==> src/include/rv_consts.svh <==
`ifndef RV_CONSTS_SVH
`define RV_CONSTS_SVH

// datapath and register file
`define RV_XLEN        32
`define RV_NUM_REGS    32
`define RV_REG_IDX_W   5
`define RV_ZERO_REG    0

// input buffer entries, also the sender's starting credits
`define RV_IN_DEPTH    4

// credits the core holds toward the result consumer
`define RV_OUT_CREDITS 2

// wait-for-interrupt, used as the halt instruction
`define RV_WFI         32'h1050_0073

`endif
==> src/rtl/rv_ctrl_pkg.sv <==
`default_nettype none

package rv_ctrl_pkg;

	typedef enum logic [3:0] {
		ALU_ADD,
		ALU_SUB,
		ALU_SLT,
		ALU_SLTU,
		ALU_AND,
		ALU_OR,
		ALU_XOR,
		ALU_SLL,
		ALU_SRL,
		ALU_SRA,
		ALU_MUL,    // low word
		ALU_MULH,   // high word, signed x signed
		ALU_MULHSU, // high word, signed x unsigned
		ALU_MULHU   // high word, unsigned x unsigned
	} alu_func_e;

	typedef enum logic [1:0] {
		OPA_RS1,
		OPA_PC,
		OPA_ZERO
	} opa_sel_e;

	// immediate is already formed in decode
	typedef enum logic {
		OPB_RS2,
		OPB_IMM
	} opb_sel_e;

	typedef enum logic [1:0] {
		ST_OK,
		ST_HALT,
		ST_ILLEGAL
	} status_e;

endpackage

`default_nettype wire

==> src/rtl/rv_isa_pkg.sv <==
`default_nettype none

package rv_isa_pkg;

	typedef enum logic [6:0] {
		OPC_LOAD   = 7'b0000011,
		OPC_OP_IMM = 7'b0010011,
		OPC_AUIPC  = 7'b0010111,
		OPC_STORE  = 7'b0100011,
		OPC_OP     = 7'b0110011,
		OPC_LUI    = 7'b0110111,
		OPC_BRANCH = 7'b1100011,
		OPC_JALR   = 7'b1100111,
		OPC_JAL    = 7'b1101111,
		OPC_SYSTEM = 7'b1110011
	} opcode_e;

	// base integer ops, shared by OP and OP_IMM
	typedef enum logic [2:0] {
		F3_ADD_SUB = 3'b000,
		F3_SLL     = 3'b001,
		F3_SLT     = 3'b010,
		F3_SLTU    = 3'b011,
		F3_XOR     = 3'b100,
		F3_SRL_SRA = 3'b101,
		F3_OR      = 3'b110,
		F3_AND     = 3'b111
	} funct3_e;

	// multiply forms under funct7 MULDIV, the divides are not supported
	typedef enum logic [2:0] {
		F3_MUL    = 3'b000,
		F3_MULH   = 3'b001,
		F3_MULHSU = 3'b010,
		F3_MULHU  = 3'b011
	} funct3_m_e;

	typedef enum logic [6:0] {
		F7_BASE   = 7'h00,
		F7_MULDIV = 7'h01,
		F7_ALT    = 7'h20 // SUB, SRA, SRAI
	} funct7_e;

	typedef struct packed {
		logic [6:0] funct7;
		logic [4:0] rs2;
		logic [4:0] rs1;
		logic [2:0] funct3;
		logic [4:0] rd;
		logic [6:0] opcode;
	} r_type_t;

	typedef struct packed {
		logic [11:0] imm;
		logic [4:0]  rs1;
		logic [2:0]  funct3;
		logic [4:0]  rd;
		logic [6:0]  opcode;
	} i_type_t;

	typedef struct packed {
		logic [6:0] imm_hi;
		logic [4:0] rs2;
		logic [4:0] rs1;
		logic [2:0] funct3;
		logic [4:0] imm_lo;
		logic [6:0] opcode;
	} s_type_t;

	typedef struct packed {
		logic [19:0] imm; // upper 20 bits of the result
		logic [4:0]  rd;
		logic [6:0]  opcode;
	} u_type_t;

	// one instruction word, viewed through whichever format the opcode picks
	typedef union packed {
		r_type_t r;
		i_type_t i;
		s_type_t s;
		u_type_t u;
	} inst_t;

endpackage

`default_nettype wire

==> src/rtl/rv_decode.sv <==
`timescale 1ns/1ps
`default_nettype none

`include "rv_consts.svh"

module rv_decode (
	input  logic                     clock,
	input  logic                     rst_n,
	input  logic                     inst_valid,
	input  rv_isa_pkg::inst_t        inst,
	input  logic [`RV_XLEN-1:0]      pc,
	output logic                     in_credit,
	input  logic                     advance,
	input  logic                     halted,
	output logic [`RV_REG_IDX_W-1:0] rd_a_idx,
	input  logic [`RV_XLEN-1:0]      rd_a_data,
	output logic [`RV_REG_IDX_W-1:0] rd_b_idx,
	input  logic [`RV_XLEN-1:0]      rd_b_data,
	output logic                     d_valid,
	output logic [`RV_XLEN-1:0]      d_pc,
	output logic [`RV_REG_IDX_W-1:0] d_rd,
	output logic [`RV_REG_IDX_W-1:0] d_rs1,
	output logic [`RV_REG_IDX_W-1:0] d_rs2,
	output logic [`RV_XLEN-1:0]      d_op_a,
	output logic [`RV_XLEN-1:0]      d_op_b,
	output logic [`RV_XLEN-1:0]      d_imm,
	output rv_ctrl_pkg::opa_sel_e    d_opa_sel,
	output rv_ctrl_pkg::opb_sel_e    d_opb_sel,
	output rv_ctrl_pkg::alu_func_e   d_alu_func,
	output logic                     d_wr_en,
	output rv_ctrl_pkg::status_e     d_status
);

	localparam int PTR_W = $clog2(`RV_IN_DEPTH);

	rv_isa_pkg::inst_t      fifo_inst [`RV_IN_DEPTH];
	logic [`RV_XLEN-1:0]    fifo_pc   [`RV_IN_DEPTH];
	logic [PTR_W-1:0]       wr_ptr;
	logic [PTR_W-1:0]       rd_ptr;
	logic [PTR_W:0]         count;
	logic                   push;
	logic                   pop;
	rv_isa_pkg::inst_t      hd;   // head entry
	rv_ctrl_pkg::opa_sel_e  dec_opa;
	rv_ctrl_pkg::opb_sel_e  dec_opb;
	rv_ctrl_pkg::alu_func_e dec_func;
	rv_ctrl_pkg::status_e   dec_status;
	logic [`RV_XLEN-1:0]    dec_imm;
	logic                   dec_dest;
	logic                   dec_wr_en;

	// funct3 of the base integer ops; alt picks SUB/SRA
	function automatic rv_ctrl_pkg::alu_func_e base_func(input logic [2:0] f3, input logic alt);
		case (f3)
			rv_isa_pkg::F3_ADD_SUB: base_func = alt ? rv_ctrl_pkg::ALU_SUB : rv_ctrl_pkg::ALU_ADD;
			rv_isa_pkg::F3_SLL:     base_func = rv_ctrl_pkg::ALU_SLL;
			rv_isa_pkg::F3_SLT:     base_func = rv_ctrl_pkg::ALU_SLT;
			rv_isa_pkg::F3_SLTU:    base_func = rv_ctrl_pkg::ALU_SLTU;
			rv_isa_pkg::F3_XOR:     base_func = rv_ctrl_pkg::ALU_XOR;
			rv_isa_pkg::F3_SRL_SRA: base_func = alt ? rv_ctrl_pkg::ALU_SRA : rv_ctrl_pkg::ALU_SRL;
			rv_isa_pkg::F3_OR:      base_func = rv_ctrl_pkg::ALU_OR;
			default:                base_func = rv_ctrl_pkg::ALU_AND;
		endcase
	endfunction

	assign push = inst_valid;
	assign pop  = (count != '0) && advance; // advance is also high once halted
	assign hd   = fifo_inst[rd_ptr];

	always_ff @(posedge clock) begin
		if (push) begin
			fifo_inst[wr_ptr] <= inst;
			fifo_pc[wr_ptr]   <= pc;
		end
	end

	always_ff @(posedge clock or negedge rst_n) begin
		if (!rst_n) begin
			wr_ptr    <= '0;
			rd_ptr    <= '0;
			count     <= '0;
			in_credit <= 1'b0;
		end else begin
			if (push)
				wr_ptr <= (wr_ptr == PTR_W'(`RV_IN_DEPTH - 1)) ? '0 : wr_ptr + 1'b1;
			if (pop)
				rd_ptr <= (rd_ptr == PTR_W'(`RV_IN_DEPTH - 1)) ? '0 : rd_ptr + 1'b1;
			if (push && !pop)
				count <= count + 1'b1;
			else if (pop && !push)
				count <= count - 1'b1;
			in_credit <= pop; // one credit back per entry leaving, issued or dropped
		end
	end

	assign rd_a_idx = hd.r.rs1;
	assign rd_b_idx = hd.r.rs2;

	// noop defaults first, then each opcode overrides what it needs
	always_comb begin
		dec_opa    = rv_ctrl_pkg::OPA_RS1;
		dec_opb    = rv_ctrl_pkg::OPB_RS2;
		dec_func   = rv_ctrl_pkg::ALU_ADD;
		dec_imm    = '0;
		dec_dest   = 1'b0;
		dec_status = rv_ctrl_pkg::ST_OK;
		case (hd.r.opcode)
			rv_isa_pkg::OPC_LUI: begin
				dec_dest = 1'b1;
				dec_opa  = rv_ctrl_pkg::OPA_ZERO;
				dec_opb  = rv_ctrl_pkg::OPB_IMM;
				dec_imm  = {hd.u.imm, 12'b0};
			end
			rv_isa_pkg::OPC_AUIPC: begin
				dec_dest = 1'b1;
				dec_opa  = rv_ctrl_pkg::OPA_PC;
				dec_opb  = rv_ctrl_pkg::OPB_IMM;
				dec_imm  = {hd.u.imm, 12'b0};
			end
			rv_isa_pkg::OPC_OP_IMM: begin
				dec_dest = 1'b1;
				dec_opb  = rv_ctrl_pkg::OPB_IMM;
				dec_imm  = {{(`RV_XLEN - 12){hd.i.imm[11]}}, hd.i.imm};
				// only the right shift looks at imm[11:5] as a funct7
				dec_func = base_func(hd.r.funct3, hd.r.funct3 == rv_isa_pkg::F3_SRL_SRA &&
					hd.r.funct7 == rv_isa_pkg::F7_ALT);
				if (hd.r.funct3 == rv_isa_pkg::F3_SLL && hd.r.funct7 != rv_isa_pkg::F7_BASE)
					dec_status = rv_ctrl_pkg::ST_ILLEGAL;
				if (hd.r.funct3 == rv_isa_pkg::F3_SRL_SRA && hd.r.funct7 != rv_isa_pkg::F7_BASE &&
					hd.r.funct7 != rv_isa_pkg::F7_ALT)
					dec_status = rv_ctrl_pkg::ST_ILLEGAL;
			end
			rv_isa_pkg::OPC_OP: begin
				dec_dest = 1'b1;
				case (hd.r.funct7)
					rv_isa_pkg::F7_BASE: dec_func = base_func(hd.r.funct3, 1'b0);
					rv_isa_pkg::F7_ALT: begin
						dec_func = base_func(hd.r.funct3, 1'b1);
						if (hd.r.funct3 != rv_isa_pkg::F3_ADD_SUB &&
							hd.r.funct3 != rv_isa_pkg::F3_SRL_SRA)
							dec_status = rv_ctrl_pkg::ST_ILLEGAL;
					end
					rv_isa_pkg::F7_MULDIV: begin
						case (hd.r.funct3)
							rv_isa_pkg::F3_MUL:    dec_func = rv_ctrl_pkg::ALU_MUL;
							rv_isa_pkg::F3_MULH:   dec_func = rv_ctrl_pkg::ALU_MULH;
							rv_isa_pkg::F3_MULHSU: dec_func = rv_ctrl_pkg::ALU_MULHSU;
							rv_isa_pkg::F3_MULHU:  dec_func = rv_ctrl_pkg::ALU_MULHU;
							default:               dec_status = rv_ctrl_pkg::ST_ILLEGAL; // divides
						endcase
					end
					default: dec_status = rv_ctrl_pkg::ST_ILLEGAL;
				endcase
			end
			rv_isa_pkg::OPC_SYSTEM: begin
				if (hd == `RV_WFI)
					dec_status = rv_ctrl_pkg::ST_HALT;
				else
					dec_status = rv_ctrl_pkg::ST_ILLEGAL; // CSR ops, ecall, ebreak
			end
			rv_isa_pkg::OPC_STORE: begin
				dec_imm    = {{(`RV_XLEN - 12){hd.s.imm_hi[6]}}, hd.s.imm_hi, hd.s.imm_lo};
				dec_status = rv_ctrl_pkg::ST_ILLEGAL;
			end
			rv_isa_pkg::OPC_LOAD, rv_isa_pkg::OPC_BRANCH,
			rv_isa_pkg::OPC_JAL, rv_isa_pkg::OPC_JALR: dec_status = rv_ctrl_pkg::ST_ILLEGAL;
			default: dec_status = rv_ctrl_pkg::ST_ILLEGAL;
		endcase
	end

	assign dec_wr_en = dec_dest && dec_status == rv_ctrl_pkg::ST_OK &&
		hd.r.rd != `RV_ZERO_REG;

	always_ff @(posedge clock or negedge rst_n) begin
		if (!rst_n) begin
			d_valid <= 1'b0;
			d_wr_en <= 1'b0;
		end else if (advance) begin
			d_valid <= (count != '0) && !halted; // popped but not issued after a halt
			d_wr_en <= (count != '0) && !halted && dec_wr_en;
		end
	end

	always_ff @(posedge clock) begin
		if (advance) begin
			d_pc       <= fifo_pc[rd_ptr];
			d_rd       <= hd.r.rd;
			d_rs1      <= hd.r.rs1;
			d_rs2      <= hd.r.rs2;
			d_op_a     <= rd_a_data;
			d_op_b     <= rd_b_data;
			d_imm      <= dec_imm;
			d_opa_sel  <= dec_opa;
			d_opb_sel  <= dec_opb;
			d_alu_func <= dec_func;
			d_status   <= dec_status;
		end
	end

	// the sender only pushes while it holds a credit, so a full buffer never sees a push
	a_no_overflow: assert property (@(posedge clock) disable iff (!rst_n)
		inst_valid |-> count < `RV_IN_DEPTH)
		else $error("input buffer overflow, sender ignored its credits");

endmodule

`default_nettype wire

==> config.mk <==
export PLATFORM = sky130hd
export DESIGN_NAME = rv_decode
export DESIGN_NICKNAME = d
export VERILOG_FILES = /design/src/rtl/rv_ctrl_pkg.sv /design/src/rtl/rv_isa_pkg.sv /design/src/rtl/rv_decode.sv
export VERILOG_INCLUDE_DIRS = /design/src /design/src/include
export SDC_FILE = /design/constraint.sdc
export NUM_CORES = 1
export LEC_CHECK = 0
export BUFFER_PORTS_ARGS = -buffer_cell sky130_fd_sc_hd__buf_2
export CAP_MARGIN = 5
export CORE_UTILIZATION = 59
export DETAILED_ROUTE_END_ITERATION = 12
export PLACE_DENSITY = 0.92
export SYNTH_ARGS = -nofsm -noshare
export SYNTH_HDL_FRONTEND = slang
export SYNTH_SLANG_ARGS = --single-unit
==> constraint.sdc <==
create_clock -name clock -period 5.5 [get_ports clock]
set_clock_uncertainty 0.15 [all_clocks]
set_input_delay 1.1 -clock clock [delete_from_list [all_inputs] [get_ports clock]]
set_output_delay 1.1 -clock clock [all_outputs]
set_load 0.02 [all_outputs]
# [After elaboration in Yosys (flattened, before gate mapping)]
# Memory sizes are Yosys's and may differ from the RTL's. A register that Yosys moved wholly into a read port is not among the register bits.
# Index checks and enable logic that the tools add are counted.
[classes] add_sub_neg=4 n_mul=0 div_mod_pow=0 n_lt_le_gt_ge=0 eq_ne=19 shifts=0 n_mux=25 n_bitwise=0 reduce_logical=27
[ops] op="$pmux W32 S3" n=1
[ops] op="$pmux W4 S7" n=3
[ops] op="$eq A32 B29 Y1 const B" n=1
[ops] op="$eq A7 B6 Y1 const B" n=4
[ops] op="$pmux W4 S4" n=1
[ops] op="$eq A7 B5 Y1 const B" n=2
[ops] op="$mux W2" n=7
[ops] op="$logic_and A1 B1 Y1" n=12
[ops] op="$pmux W4 S3" n=1
[ops] op="$eq A3 B3 Y1 const B" n=3
[ops] op="$pmux W2 S4" n=1
[ops] op="$pmux W4 S2" n=1
[ops] op="$reduce_or A4 Y1" n=2
[ops] op="$eq A7 B1 Y1 const B" n=1
[ops] op="$eq A7 B7 Y1 const B" n=1
[ops] op="$logic_not A7 Y1" n=1
[ops] op="$ne A7 B6 Y1 const B" n=1
[ops] op="$reduce_bool A7 Y1" n=1
[ops] op="$eq A3 B2 Y1 const B" n=2
[ops] op="$mux W1" n=6
[ops] op="$mux W3" n=2
[ops] op="$pmux W2 S3" n=1
[ops] op="$reduce_bool A3 Y1" n=2
[ops] op="$reduce_bool A5 Y1" n=1
[ops] op="other kinds (13)" n=17
[word_totals] register_bits=130 latchBits=0 ram_bits=256 rom_bits=0 inputBits=133 output_inout_bits=165 elab_cells=93 memories=2
[mem_list] memory="fifo_inst" words=4 word_bits=32 rd=1 rd_ports_with_merged_regs=0 wr=1 line="rv_decode.sv:36" text="rv_isa_pkg::inst_t fifo_inst [`RV_IN_DEPTH];"
[mem_list] memory="fifo_pc" words=4 word_bits=32 rd=1 rd_ports_with_merged_regs=1 wr=1 line="rv_decode.sv:37" text="logic [`RV_XLEN-1:0] fifo_pc [`RV_IN_DEPTH];"

# [Longest topological paths before layout]
# Gate-level depths: netlist of run 1.
# An unclocked memory read counts as a cell.
[depth] ltp_word=10 ltp_mapped=9 depth_no_buf=7

# [Least setup slack after synthesis of run 1]
# OpenSTA, ideal clock, no wires.
[synth_timing] path_type="input port to flip-flop" from="in inst_valid" to="mem fifo_inst[0][0] (netlist name) (enable)" setup_ps=429 t_arrival_ps=2607 t_required_ps=4921 slack_ps=2315 stages=1 n_path_buf=0 path_cell_list="and2_1"
[synth_via] elab_chain_len=2
[synth_rtl] item="start, declared" line="rv_decode.sv:9" text="input logic inst_valid,"
[synth_rtl] item="$mux W1" line="rv_decode.sv:71" text="if (push) begin"
[synth_rtl] item="$mux W1 (implied by the code)" line="rv_decode.sv:72" text="fifo_inst[wr_ptr] <= inst;"
[synth_rtl] item="end, declared" line="rv_decode.sv:36"
# Every way passes these cells.

# [Worst setup path in the final report of run 1]
[layout_timing] from="reg rd_ptr[0]" to="out rd_b_idx[0]"
[layout_via] elab_chain_len=1
[layout_rtl] item="start, declared" line="rv_decode.sv:39" text="logic [PTR_W-1:0] rd_ptr;"
[layout_rtl] item="start signal, assigned" line="rv_decode.sv:87" text="rd_ptr <= (rd_ptr == PTR_W'(`RV_IN_DEPTH - 1)) ? '0 : rd_ptr + 1'b1;"
[layout_rtl] item="$mem_v2 Z4 W32"
[layout_rtl] item="end, declared" line="rv_decode.sv:17" text="output logic [`RV_REG_IDX_W-1:0] rd_b_idx,"
# Every way passes these cells.

==> results.env, run 1 <==
OUTCOME='finished, final reports clean'
TIMING.HOLD.WS_NS=0.302
GPL.FINAL_WEIGHTED_CONGESTION=0.860
CRITPATHARRIVALTIME_NS=2.59
VIAS=7611
COMB_POWER_SHARE=0.213
CORE_UM2=25100
ROWS=58
GRT_PASS1_WL_UM=44200
N_FILL_CELL=1448
TIMING_MAX_TRANSITION_VIOLATIONS_FINAL=0
FIRST_ITER_VIOLATIONS=643
CP_MAX_FO=28
CTS.HTREE.LEVELS=2
DIE_W_UM=162
VIA_COUNT_OF_THE_FIRST_GLOBAL_ROUTING_PASS=7534
NETLIST-CELL-TYPE-COUNT=47
DESIGN.DIE.AREA_UM2=26200
FINISH.UTILIZATION=0.725
PLACEMENT.CELL_AREA_UM2=16800
MAX_SLEW.WORST_PIN.SLEW_NS=0.992
NETSWITCHINGPOWER_mW=2.57
POWERDENSITY_nW_PER_UM2=506
MAX_CLOCK_FREQ_MHz=261
ELEMENT_TYPE_AT_THE_CRITICAL_PATH_START='register'
WORSTSETUPPATHTYPE='register to output port'
ANT_NETS=0
NON_FILLER_CELLS_IN_THE_FINISHED_LAYOUT=1342
POWER_REPORT.INTERNAL_TOTAL_mW=6.64
ROUTED_VIA_DENSITY=5.67
SYN_AREA_UM2=15100
HOLD_PATH_CLASS='primary input to async pin'
TOTAL_GLOBAL_ROUTING_OVERFLOW=0
CLK_ROOT_BUFFER_CELL='sky130_fd_sc_hd__clkbuf_16'
POWER_SWITCHING_SHARE=0.279
SYNTH.AVG_CELL_AREA_UM2=22.7
GRT_USAGE=0.230
FINALSETUPVIOLATIONS=0
DETAILEDPLACEMENTHPWL_UM=18700
DR.PASS1.ITERS=6
INITIAL_CORE_UTILIZATION=0.600
TIMING.SETUP.TNS_NS=0
DESIGN.PORTCOUNT=298
DIEHEIGHT_UM=162
TIMING.CRITICAL_PATH.TO_TYPE='output port'
POST_CTS.RESIZED_INSTANCES=0
VDD_IR_DROP_MAX_V=0.000478
TRITONCTS_CLOCK_TREE='done'
FINALWORSTSETUPSLACK_NS=1.66
SLEW_HEADROOM=0.338
FINAL_WL_UM=30000
CTS_HOLD_REPAIR.BUFFERS=0
CELLLEAKAGEPOWER_nW=6.74
IO_BUFFER_COUNT=297
TRITONCTS.NUM_BUFFERS=41
RSZ0062_AT_GRT='false'
PERIOD_MINUS_SLACK_NS=3.84
POST-CTS-SETUP-BUFFERS=0
WL_PER_CELL_UM=22.4
WORSTSKEWPAIRLATENCY_NS=0.52
FINALCRITPERIODSHARE=0.697
YS_SEQ_ELEMENTS=418
FINISH.INSTANCE_AREA_UM2=18200
PRE_CTS_SETUP_SLACK_NS=1.74
SHARE_OF_TOTAL_POWER_IN_THE_CLOCK_NETWORK=0.306
YS.WARNINGS.COUNT=0
POST-ROUTE-DRC-COUNT=0
ANTENNA_FOUND_INITIAL=5
SYNTH_SEQ_AREA_SHARE=0.831
SYNTH_NETS=802
GRT_START_MAX_NET_PINS=82
DRV.MAX_CAP_VIOLATION_COUNT=0
TIMING.FINAL.HOLD_VIOLATIONS=0
CTS.SINKS=418
SYNTH-EDFF-COUNT=408
PROPORTION_OF_LAYOUT_CELLS_WITH_A_DRIVE_SUFFIX_ABOVE_1=0.420
SYN2LAYOUT_AREA_GROWTH_PCT=21.0
PLACEDCELLCOUNT=1264
CTS_MAX_PATH_BUFFERS=3
POST_SYNTH_INST_COUNT=662
ASYNC_S_R_FF_SHARE_SYNTH=0.0239
CRITPATHREQUIREDTIME_NS=4.25
REPORT.POWER.TOTAL_mW=9.21
YS.FLOP_TYPE='sky130_fd_sc_hd__edfxtp_1'
POWER.SEQUENTIAL.FRACTION=0.481
CLK_PIN_SLEW_NS=0.06
FINALNETCOUNT=1118
-- cells in the mapped netlist, types with 7 or more instances --
| master | n | area, um2 |
|---|---|---|
| sky130_fd_sc_hd__clkbuf_1 | 8 | 30.0 |
| sky130_fd_sc_hd__buf_4 | 12 | 90.1 |
| sky130_fd_sc_hd__nor2_1 | 13 | 48.8 |
| sky130_fd_sc_hd__mux4_1 | 12 | 315 |
| sky130_fd_sc_hd__dfrtp_1 | 10 | 250 |
| sky130_fd_sc_hd__mux4_2 | 51 | 1150 |
| sky130_fd_sc_hd__nand2_1 | 49 | 184 |
| sky130_fd_sc_hd__inv_1 | 9 | 33.8 |
| sky130_fd_sc_hd__nor2b_1 | 8 | 50.1 |
| sky130_fd_sc_hd__o22ai_1 | 7 | 43.8 |
| sky130_fd_sc_hd__edfxtp_1 | 408 | 12300 |
| sky130_fd_sc_hd__buf_2 | 7 | 35.0 |
-- cells by family after synthesis --
group	share of synthesized area
flip-flops	0.831
adder cells (fa/ha/maj)	0.00632
multiplexers	0.0980
AND/OR/NAND/NOR	0.0323
XOR/XNOR	0.00291
AO/OA/AOI/OAI	0.0154
buffers and inverters	0.0146
-- cell type report --
class                      instances  area [um2]  area share
clock inverter                    22         267      0.0146
antenna                            4        10.0    0.000550
sequential                       418       12500       0.687
clock buffer                      51        1110      0.0607
timing repair buffer             302        1530      0.0840
multi-input combinational        206        2340       0.129
inverter                           9        33.8     0.00186
tap                              330         413      0.0227
-- cell usage in the layout (no fill, tap or decap), types with 9 or more instances in the layout --
cell type / n
sky130_fd_sc_hd__edfxtp_1: 408
sky130_fd_sc_hd__buf_2: 296
sky130_fd_sc_hd__mux4_2: 51
sky130_fd_sc_hd__nand2_1: 49
sky130_fd_sc_hd__clkbuf_16: 43
sky130_fd_sc_hd__nor2_1: 13
sky130_fd_sc_hd__mux4_1: 12
sky130_fd_sc_hd__inv_1: 9
-- layer usage --
layer	track usage	vias to the layer above	wire length [um]
li1	-	3343	-
met1	0.284	3790	11000
met2	0.406	406	15700
met3	0.0608	70	2630
met4	0.0617	2	671
met5	0	-	13
-- state kept, by name, indices dropped and copies added (netlist names), 3 cells and up --
| register | flops |
|---|---|
| fifo_inst | 128 |
| fifo_pc | 128 |
| d_imm | 32 |
| d_op_a | 32 |
| d_op_b | 32 |
| d_pc | 32 |
| d_rd | 5 |
| d_rs1 | 5 |
| d_rs2 | 5 |
| d_alu_func | 4 |
| count | 3 |
-- critical path, cell delays in order, from the launching register on --
cell and delay [ns]:
sky130_fd_sc_hd__dfrtp_4 0.75, sky130_fd_sc_hd__buf_4 0.38, sky130_fd_sc_hd__mux4_2 0.68, sky130_fd_sc_hd__buf_2 0.21
-- worst paths after layout --
path	from	to	slack, ns	cells after the start
max in group asynchronous	rst_n	rd_ptr[1]$_DFFE_PN0P_	4.64	1
min in group clock	count[2]$_DFFE_PN0P_	count[2]$_DFFE_PN0P_	0.32	1
setup / recovery	rd_ptr[0]$_DFFE_PN0P_	rd_b_idx[0]	1.66	3
setup reg to reg	rd_ptr[1]$_DFFE_PN0P_	d_imm[21]$_DFFE_PP_	1.95	7
hold reg to reg	count[2]$_DFFE_PN0P_	count[2]$_DFFE_PN0P_	0.32	1
hold / removal	rst_n	d_wr_en$_DFFE_PN0P_	0.30	1
-- power by group through the flow --
stage                     clock network [mW]  logic (mW)  registers, mW
after floorplan                            0        1.26           4.57
after global placement                     0        1.90           4.46
after detailed placement                   0        1.96           4.50
after CTS                               2.87        1.98           4.44
after global routing                    2.99        2.07           4.49
final                                   2.82        1.96           4.43
Power figures use the tool's default switching activity.
==> inputs of run 2 (changes only) <==
--- a/config.mk
+++ b/config.mk
@@ -6,11 +6,12 @@
 export SDC_FILE = /design/constraint.sdc
 export NUM_CORES = 1
 export LEC_CHECK = 0
+export ABC_AREA = 1
 export BUFFER_PORTS_ARGS = -buffer_cell sky130_fd_sc_hd__buf_2
 export CAP_MARGIN = 5
-export CORE_UTILIZATION = 59
+export CORE_UTILIZATION = 55
 export DETAILED_ROUTE_END_ITERATION = 12
-export PLACE_DENSITY = 0.92
+export PLACE_DENSITY = 0.86
 export SYNTH_ARGS = -nofsm -noshare
 export SYNTH_HDL_FRONTEND = slang
 export SYNTH_SLANG_ARGS = --single-unit
==> constraint.sdc (replaced) <==
create_clock -name clock -period 3.7 [get_ports clock]
set_clock_uncertainty 0.15 [all_clocks]
set_input_delay 0.74 -clock clock [delete_from_list [all_inputs] [get_ports clock]]
set_output_delay 0.74 -clock clock [all_outputs]
set_load 0.02 [all_outputs]
==> run 2 against run 1 <==
Non-clock buffer count grew 10. Combinational power grew 120%. Synthesized cell count grew 69%. Worst hold slack lost 0.068 ns. Global-route usage grew 1.3 points. Cell area grew 4.1%. Critical path type unchanged.
==> results.env, run 2 <==
POWER_REPORT.INTERNAL_TOTAL_mW=9.76  # was 6.64 mW
SHARE_OF_TOTAL_POWER_IN_THE_CLOCK_NETWORK=0.279  # was 0.306
RSZ0062_AT_GRT='false'  # unchanged
CTS.SINKS=418  # unchanged
REG.LARGEST.LIST='fifo_inst x128, fifo_pc x128'  # unchanged
FINALCRITPERIODSHARE=0.914
TOTAL_GLOBAL_ROUTING_OVERFLOW=0  # unchanged
GRT_PASS1_WL_UM=53300  # was 44200 um
CRIT_PATH_CELL_TRACE='buf_4 -> nand2_1 -> nand3_1 -> nand2_1 -> inv_1 -> buf_2'  # was buf_4 -> mux4_2 -> buf_2
SYNTH_NETS=1257  # was 802
INITIAL_CORE_UTILIZATION=0.563  # was 0.600
CLK_ROOT_BUFFER_CELL='sky130_fd_sc_hd__clkbuf_16'  # unchanged
PERIOD_MINUS_SLACK_NS=3.38
FINALSETUPVIOLATIONS=0  # unchanged
VIAS=10000  # was 7611
GLOBALROUTEMET2UTIL=0.428  # was 0.406
GRT_BUSIEST_LAYER='met2'  # unchanged
CP_SLOWEST_STAGE_DELAY_NS=0.62  # was 0.75 ns
POST-CTS-SETUP-BUFFERS=0  # unchanged
CELLLEAKAGEPOWER_nW=7.46  # was 6.74 nW
DIE_W_UM=171  # was 162 um
POWERDENSITY_nW_PER_UM2=781  # was 506 nW/um2
DESIGN.PORTCOUNT=298  # unchanged
OUTCOME='finished, final reports clean'  # unchanged
GRT_USAGE=0.243  # was 0.230
DETAILEDPLACEMENTHPWL_UM=22400  # was 18700 um
ANT_NETS=0  # unchanged
FIRST_ITER_VIOLATIONS=782  # was 643
FINISH.UTILIZATION=0.678  # was 0.725
LAYOUT_COMMON_CELLS='sky130_fd_sc_hd__edfxtp_1 (408), sky130_fd_sc_hd__buf_2 (296), sky130_fd_sc_hd__nand2_1 (237), sky130_fd_sc_hd__nor2_1 (99), sky130_fd_sc_hd__nand3_1 (82)'  # was sky130_fd_sc_hd__edfxtp_1 (408), sky130_fd_sc_hd__buf_2 (296), sky130_fd_sc_hd__mux4_2 (51), sky130_fd_sc_hd__nand2_1 (49), sky130_fd_sc_hd__clkbuf_16 (43)
FINALNETCOUNT=1558  # was 1118
CP_MAX_FO=77  # was 28
SYNTH_SEQ_AREA_SHARE=0.795  # was 0.831
TIMING.CRITICAL_PATH.TO_TYPE='output port'  # unchanged
YS.WARNINGS.COUNT=0  # unchanged
ASYNC_S_R_FF_SHARE_SYNTH=0.0239  # unchanged
TIMING.FINAL.HOLD_VIOLATIONS=0  # unchanged
MAX_CLOCK_FREQ_MHz=296
ROWS=61  # was 58
POWER.SEQUENTIAL.FRACTION=0.436  # was 0.481
POST_SYNTH_INST_COUNT=1117  # was 662
CORE_UM2=27900  # was 25100 um2
WORSTSETUPPATHTYPE='register to output port'  # unchanged
IO_BUFFER_COUNT=297  # unchanged
COMB_POWER_SHARE=0.285  # was 0.213
FINAL_COMMON_CELL='sky130_fd_sc_hd__edfxtp_1'  # unchanged
WORST_PATH_MOST_REPEATED_CELL='sky130_fd_sc_hd__nand2_1'
CRITPATHREQUIREDTIME_NS=2.81  # was 4.25 ns
TIMING_MAX_TRANSITION_VIOLATIONS_FINAL=0  # unchanged
WL_PER_CELL_UM=19.3  # was 22.4 um
SLEW_HEADROOM=0.427  # was 0.338
POWER_SWITCHING_SHARE=0.340  # was 0.279
CTS.HTREE.LEVELS=2  # unchanged
VIA_COUNT_OF_THE_FIRST_GLOBAL_ROUTING_PASS=9831  # was 7534
LARGEST_CELLS_BY_AREA_AFTER_SYNTHESIS='sky130_fd_sc_hd__edfxtp_1 (78%), sky130_fd_sc_hd__nand2_1 (5.7%), sky130_fd_sc_hd__nand3_1 (2.6%)'  # was sky130_fd_sc_hd__edfxtp_1 (81%), sky130_fd_sc_hd__mux4_2 (7.6%), sky130_fd_sc_hd__mux4_1 (2.1%)
CRIT_SLOWEST_CELL='sky130_fd_sc_hd__buf_4'  # was sky130_fd_sc_hd__dfrtp_4
HOLD_PATH_CLASS='primary input to register'  # was primary input to async pin
SYN_AREA_UM2=15700  # was 15100 um2
PROPORTION_OF_LAYOUT_CELLS_WITH_A_DRIVE_SUFFIX_ABOVE_1=0.275  # was 0.420
CRITPATHARRIVALTIME_NS=2.49  # was 2.59 ns
POST-SYNTH-TOP-AREA-CELL='sky130_fd_sc_hd__edfxtp_1'  # unchanged
SYNTH_COMMONEST_CELLS='sky130_fd_sc_hd__edfxtp_1 (408), sky130_fd_sc_hd__nand2_1 (237), sky130_fd_sc_hd__nor2_1 (99)'  # was sky130_fd_sc_hd__edfxtp_1 (408), sky130_fd_sc_hd__mux4_2 (51), sky130_fd_sc_hd__nand2_1 (49)
DR.PASS1.ITERS=6  # unchanged
YS_SEQ_ELEMENTS=418  # unchanged
DIEHEIGHT_UM=171  # was 162 um
VDD_IR_DROP_MAX_V=0.000566  # was 0.000478 V
TRITONCTS.NUM_BUFFERS=42  # was 41
GRTUSAGEMET3=0.0632  # was 0.0608
POST-ROUTE-DRC-COUNT=0  # unchanged
DESIGN.DIE.AREA_UM2=29300  # was 26200 um2
SETUP.REG_TO_REG.WORST_SLACK_NS=0.91  # was 1.95 ns
YOSYSTOPAREACELLSHARE=0.779  # was 0.814
DRV.MAX_CAP_VIOLATION_COUNT=0  # unchanged
NETSWITCHINGPOWER_mW=5.03  # was 2.57 mW
CLK_PIN_SLEW_NS=0.06  # about the same
ELEMENT_TYPE_AT_THE_CRITICAL_PATH_START='register'  # unchanged
SYNTH.MOST_COMMON_CELL='sky130_fd_sc_hd__edfxtp_1'  # unchanged
ANTENNA_FOUND_INITIAL=14  # was 5
ROUTED_VIA_DENSITY=5.46  # was 5.67
GRT_UTIL_MET1=0.283  # was 0.284
CTS_HOLD_REPAIR.BUFFERS=1  # was 0
TIMING.SETUP.TNS_NS=0  # unchanged
GRT_START_MAX_NET_PINS=153  # was 82
TRITONCTS_CLOCK_TREE='done'  # unchanged
FINAL_WL_UM=35500  # was 30000 um
POST_CTS.RESIZED_INSTANCES=0  # unchanged
MAX_SLEW.WORST_PIN.SLEW_NS=0.859  # was 0.992 ns
WORSTSKEWPAIRLATENCY_NS=0.52  # about the same
SYN2LAYOUT_AREA_GROWTH_PCT=20.5  # was 21.0%
NETLIST-CELL-TYPE-COUNT=34  # was 47
YS.FLOP_TYPE='sky130_fd_sc_hd__edfxtp_1'  # unchanged
SYNTH-EDFF-COUNT=408  # unchanged
GPL.FINAL_WEIGHTED_CONGESTION=0.905  # was 0.860
CTS_MAX_PATH_BUFFERS=3  # unchanged
SYNTH.AVG_CELL_AREA_UM2=14.1  # was 22.7 um2
==> run 2: cell types whose count changed after synthesis, moves of 7 or more <==
cell	previous run	this run
sky130_fd_sc_hd__nand2_2	0	7
sky130_fd_sc_hd__o21ai_0	4	80
sky130_fd_sc_hd__nor2b_1	8	0
sky130_fd_sc_hd__clkbuf_1	8	22
sky130_fd_sc_hd__nand2_1	49	237
sky130_fd_sc_hd__mux4_1	12	0
sky130_fd_sc_hd__mux4_2	51	0
sky130_fd_sc_hd__inv_1	9	52
sky130_fd_sc_hd__nor2_1	13	99
sky130_fd_sc_hd__o22ai_1	7	36
sky130_fd_sc_hd__nand3_1	0	82
sky130_fd_sc_hd__o21ai_1	1	11
==> run 2: cell families (layout without fill, tap and decap cells) <==
family          after synthesis  count (layout)  share of synthesized area
flops                       418             418                      0.795
xor+xnor                      2               2                    0.00111
fa+ha+maj                     7               7                    0.00605
buf+inv                     111             443                     0.0340
compound gates              135             135                     0.0465
mux                           1               1                   0.000716
simple gates                443             443                      0.117
other cells                   0              11                          0
==> run 2: critical path: cells and delay by family, from the launching register on <==
kind                   cells  cell delay (ns)
and+or+nand+nor            3             0.44
DFF                        1             0.42
buffers and inverters      3             1.06
==> run 2: final timing paths <==
| kind | to | depth (start not counted) | from |
|---|---|---|---|
| setup / recovery | rd_a_idx[0] | 6 | rd_ptr[0]$_DFFE_PN0P_ |
| min in group asynchronous | wr_ptr[0]$_DFFE_PN0P_ | 2 | rst_n |
| setup reg to reg | d_imm[15]$_DFFE_PP_ | 10 | rd_ptr[0]$_DFFE_PN0P_ |
| hold reg to reg | d_wr_en$_DFFE_PN0P_ | 2 | d_wr_en$_DFFE_PN0P_ |
| hold / removal | d_op_b[18]$_DFFE_PP_ | 1 | rd_b_data[18] |
| max in group asynchronous | rd_ptr[0]$_DFFE_PN0P_ | 2 | rst_n |
==> run 2: stage by stage <==
stage	hold slack, ns	cells	cell area, um2	setup WS, ns	total power, mW
after detailed placement	0.318	1751	17600	0.906	10.7
after floorplan	0.294	1117	15700	1.11	9.43
after global routing	0.217	1835	18900	0.238	15.5
final	0.234	1838	18900	0.318	14.8
after global placement	0.312	1751	17600	0.954	10.6
after CTS	0.218	1827	18900	0.364	14.9
==> run 2: power by group through the flow <==
stage / sequential (mW) / combinational, mW / clock [mW]
finish: 6.44 / 4.22 / 4.12
global route: 6.51 / 4.65 / 4.37
floorplan: 6.95 / 2.48 / 0
detailed placement: 6.53 / 4.17 / 0
CTS: 6.45 / 4.22 / 4.19
global placement: 6.51 / 4.05 / 0
==> run 2: cell type report <==
cell class / count / area (um2)
timing repair buffer: 312 / 1670
multi-input combinational: 588 / 2690
sequential: 418 / 12500
fill: 1870 / 8990
inverter: 56 / 218
tap: 378 / 473
antenna: 11 / 27.5
clock buffer: 50 / 1140
clock inverter: 25 / 215
==> run 2: routing by layer <==
metal / wire [um] / share of wire
met4: 930 / 0.026
met2: 18300 / 0.52
met1: 12900 / 0.36
met5: 19 / 0.00054
met3: 3250 / 0.092
==> inputs of run 3 (changes only) <==
--- a/config.mk
+++ b/config.mk
@@ -6,12 +6,12 @@
 export SDC_FILE = /design/constraint.sdc
 export NUM_CORES = 1
 export LEC_CHECK = 0
-export ABC_AREA = 1
 export BUFFER_PORTS_ARGS = -buffer_cell sky130_fd_sc_hd__buf_2
 export CAP_MARGIN = 5
 export CORE_UTILIZATION = 55
 export DETAILED_ROUTE_END_ITERATION = 12
-export PLACE_DENSITY = 0.86
+export MAX_ROUTING_LAYER = met4
+export PLACE_DENSITY_LB_ADDON = 0.25
 export SYNTH_ARGS = -nofsm -noshare
 export SYNTH_HDL_FRONTEND = slang
 export SYNTH_SLANG_ARGS = --single-unit
==> run 3 against run 2 <==
Sequential share of layout area is 2.1 points higher. Sequential power hardly changed. Clock-buffer cell count is 4 lower. Worst hold slack worse by 0.0067 ns. Clock power is 1% lower. Critical endpoint is now rd_b_idx[0]. Largest cell class unchanged. Largest power group unchanged. Highest routed layer is now met4.
==> results.env, run 3 (synthesis results as in run 1) <==
WORSTSKEWPAIRLATENCY_NS=0.53  # was 0.52 ns
CTS_MAX_PATH_BUFFERS=3  # unchanged
SETUP.REG_TO_REG.WORST_SLACK_NS=0.60  # was 0.91 ns
FINALWORSTSETUPSLACK_NS=0.232  # was 0.318 ns
POST_CTS.RESIZED_INSTANCES=0  # unchanged
GPL.FINAL_WEIGHTED_CONGESTION=0.881  # was 0.905
CTS.SINKS=418  # unchanged
CLK_PIN_SLEW_NS=0.06  # about the same
FIRST_ITER_VIOLATIONS=532  # was 782
FINISH.UTILIZATION=0.683  # was 0.678
HOLD_PATH_CLASS='primary input to register'  # unchanged
WORSTSETUPPATHTYPE='register to output port'  # unchanged
OUTCOME='finished, final reports clean'  # unchanged
TIMING.FINAL.HOLD_VIOLATIONS=0  # unchanged
FINALCRITPERIODSHARE=0.937  # was 0.914
MAX_CLOCK_FREQ_MHz=288  # was 296 MHz
ANTENNA_FOUND_INITIAL=10  # was 14
CTS.HTREE.LEVELS=2  # unchanged
TOTAL_GLOBAL_ROUTING_OVERFLOW=0  # unchanged
WL_PER_CELL_UM=22.0  # was 19.3 um
GRT_START_MAX_NET_PINS=65  # was 153
ROWS=60  # was 61
TIMING_MAX_TRANSITION_VIOLATIONS_FINAL=0  # unchanged
VDD_IR_DROP_MAX_V=0.000470  # was 0.000566 V
FINALNETCOUNT=1131  # was 1558
VIA_COUNT_OF_THE_FIRST_GLOBAL_ROUTING_PASS=7551  # was 9831
SLEW_HEADROOM=0.324  # was 0.427
ROUTED_VIA_DENSITY=5.43  # was 5.46
CRITPATHARRIVALTIME_NS=2.58  # was 2.49 ns
INITIAL_CORE_UTILIZATION=0.560  # was 0.563
TIMING.SETUP.TNS_NS=0  # unchanged
CP_MAX_FO=19  # was 77
DESIGN.DIE.AREA_UM2=28000  # was 29300 um2
FINAL_COMMON_CELL='sky130_fd_sc_hd__edfxtp_1'  # unchanged
CORE_UM2=26900  # was 27900 um2
REG.LARGEST.LIST='fifo_inst x128, fifo_pc x128'  # unchanged
PROPORTION_OF_LAYOUT_CELLS_WITH_A_DRIVE_SUFFIX_ABOVE_1=0.428  # was 0.275
POST-ROUTE-DRC-COUNT=0  # unchanged
SYN2LAYOUT_AREA_GROWTH_PCT=22.0  # was 20.5%
CLK_ROOT_BUFFER_CELL='sky130_fd_sc_hd__clkbuf_16'  # unchanged
MAX_SLEW.WORST_PIN.SLEW_NS=1.01  # was 0.859 ns
LAYOUT_COMMON_CELLS='sky130_fd_sc_hd__edfxtp_1 (408), sky130_fd_sc_hd__buf_2 (296), sky130_fd_sc_hd__mux4_2 (51), sky130_fd_sc_hd__nand2_1 (49), sky130_fd_sc_hd__clkbuf_16 (43)'  # was sky130_fd_sc_hd__edfxtp_1 (408), sky130_fd_sc_hd__buf_2 (296), sky130_fd_sc_hd__nand2_1 (237), sky130_fd_sc_hd__nor2_1 (99), sky130_fd_sc_hd__nand3_1 (82)
DIE_W_UM=167  # was 171 um
DETAILEDPLACEMENTHPWL_UM=20100  # was 22400 um
PRE_CTS_SETUP_SLACK_NS=0.578  # was 0.906 ns
DRV.MAX_CAP_VIOLATION_COUNT=0  # unchanged
DESIGN.PORTCOUNT=298  # unchanged
RSZ0062_AT_GRT='false'  # unchanged
ELEMENT_TYPE_AT_THE_CRITICAL_PATH_START='register'  # unchanged
DR.PASS1.ITERS=5  # was 6
DIEHEIGHT_UM=167  # was 171 um
ANT_NETS=0  # unchanged
VIAS=7458  # was 10000
IO_BUFFER_COUNT=297  # unchanged
CELLLEAKAGEPOWER_nW=6.81  # was 7.46 nW
TRITONCTS.NUM_BUFFERS=41  # was 42
GRT_USAGE=0.225  # was 0.243
GRT_PASS1_WL_UM=44700  # was 53300 um
PERIOD_MINUS_SLACK_NS=3.47  # was 3.38 ns
POWERDENSITY_nW_PER_UM2=741  # was 781 nW/um2
TIMING.CRITICAL_PATH.TO_TYPE='output port'  # unchanged
CRITPATHREQUIREDTIME_NS=2.81  # about the same
FINALSETUPVIOLATIONS=0  # unchanged
FINAL_WL_UM=30300  # was 35500 um
REPORT.POWER.TOTAL_mW=13.6  # was 14.8 mW
TIMING.HOLD.WS_NS=0.228  # was 0.234 ns
TRITONCTS_CLOCK_TREE='done'  # unchanged
-- run 3: routing by layer --
metal  GRT usage  share of wire  vias up
met3      0.0584          0.071       58
met1       0.264           0.38     3720
met2       0.373           0.52      304
li1            -              -     3376
met5           -              0        -
met4      0.0878          0.028        0
-- run 3: where the power goes --
part	internal [mW]	total, mW	switching [mW]
Clock	2.39	4.07	1.67
Sequential	6.15	6.47	0.321
Combinational	1.24	3.06	1.82
Total	9.79	13.6	3.81
-- run 3: final timing paths --
| kind | start | depth (start not counted) | to |
|---|---|---|---|
| max in group asynchronous | rst_n | 2 | rd_ptr[0]$_DFFE_PN0P_ |
| hold / removal | rd_b_data[18] | 1 | d_op_b[18]$_DFFE_PP_ |
| hold reg to reg | count[2]$_DFFE_PN0P_ | 1 | count[2]$_DFFE_PN0P_ |
| setup reg to reg | rd_ptr[0]$_DFFE_PN0P_ | 6 | d_status[1]$_DFFE_PP_ |
| min in group asynchronous | rst_n | 2 | wr_ptr[1]$_DFFE_PN0P_ |
| setup / recovery | rd_ptr[0]$_DFFE_PN0P_ | 4 | rd_b_idx[0] |
-- run 3: critical path, cell delays in order (launching register included) --
cell and delay (ns):
sky130_fd_sc_hd__dfrtp_4 0.67, sky130_fd_sc_hd__buf_12 0.23, sky130_fd_sc_hd__buf_4 0.30, sky130_fd_sc_hd__mux4_2 0.63, sky130_fd_sc_hd__buf_2 0.21
-- run 3: repair_timing --
action | CTS | global route
hold endpoints to repair | 10 | 0
setup buffers | 0 | 0
hold buffers | 1 | 0
-- run 3: final cells by class --
cell class / count / area, um2
timing repair buffer: 315 / 1690
clock buffer: 46 / 1090
sequential: 418 / 12500
clock inverter: 29 / 244
inverter: 9 / 33.8
fill: 1754 / 8520
multi-input combinational: 206 / 2340
antenna: 10 / 25.0
tap: 341 / 427
-- run 3: stage by stage --
stage / area (um2) / cells
after floorplan: 15100 / 662
after global placement: 17000 / 1288
after detailed placement: 17000 / 1288
after CTS: 18300 / 1364
after global routing: 18400 / 1374
final: 18400 / 1374
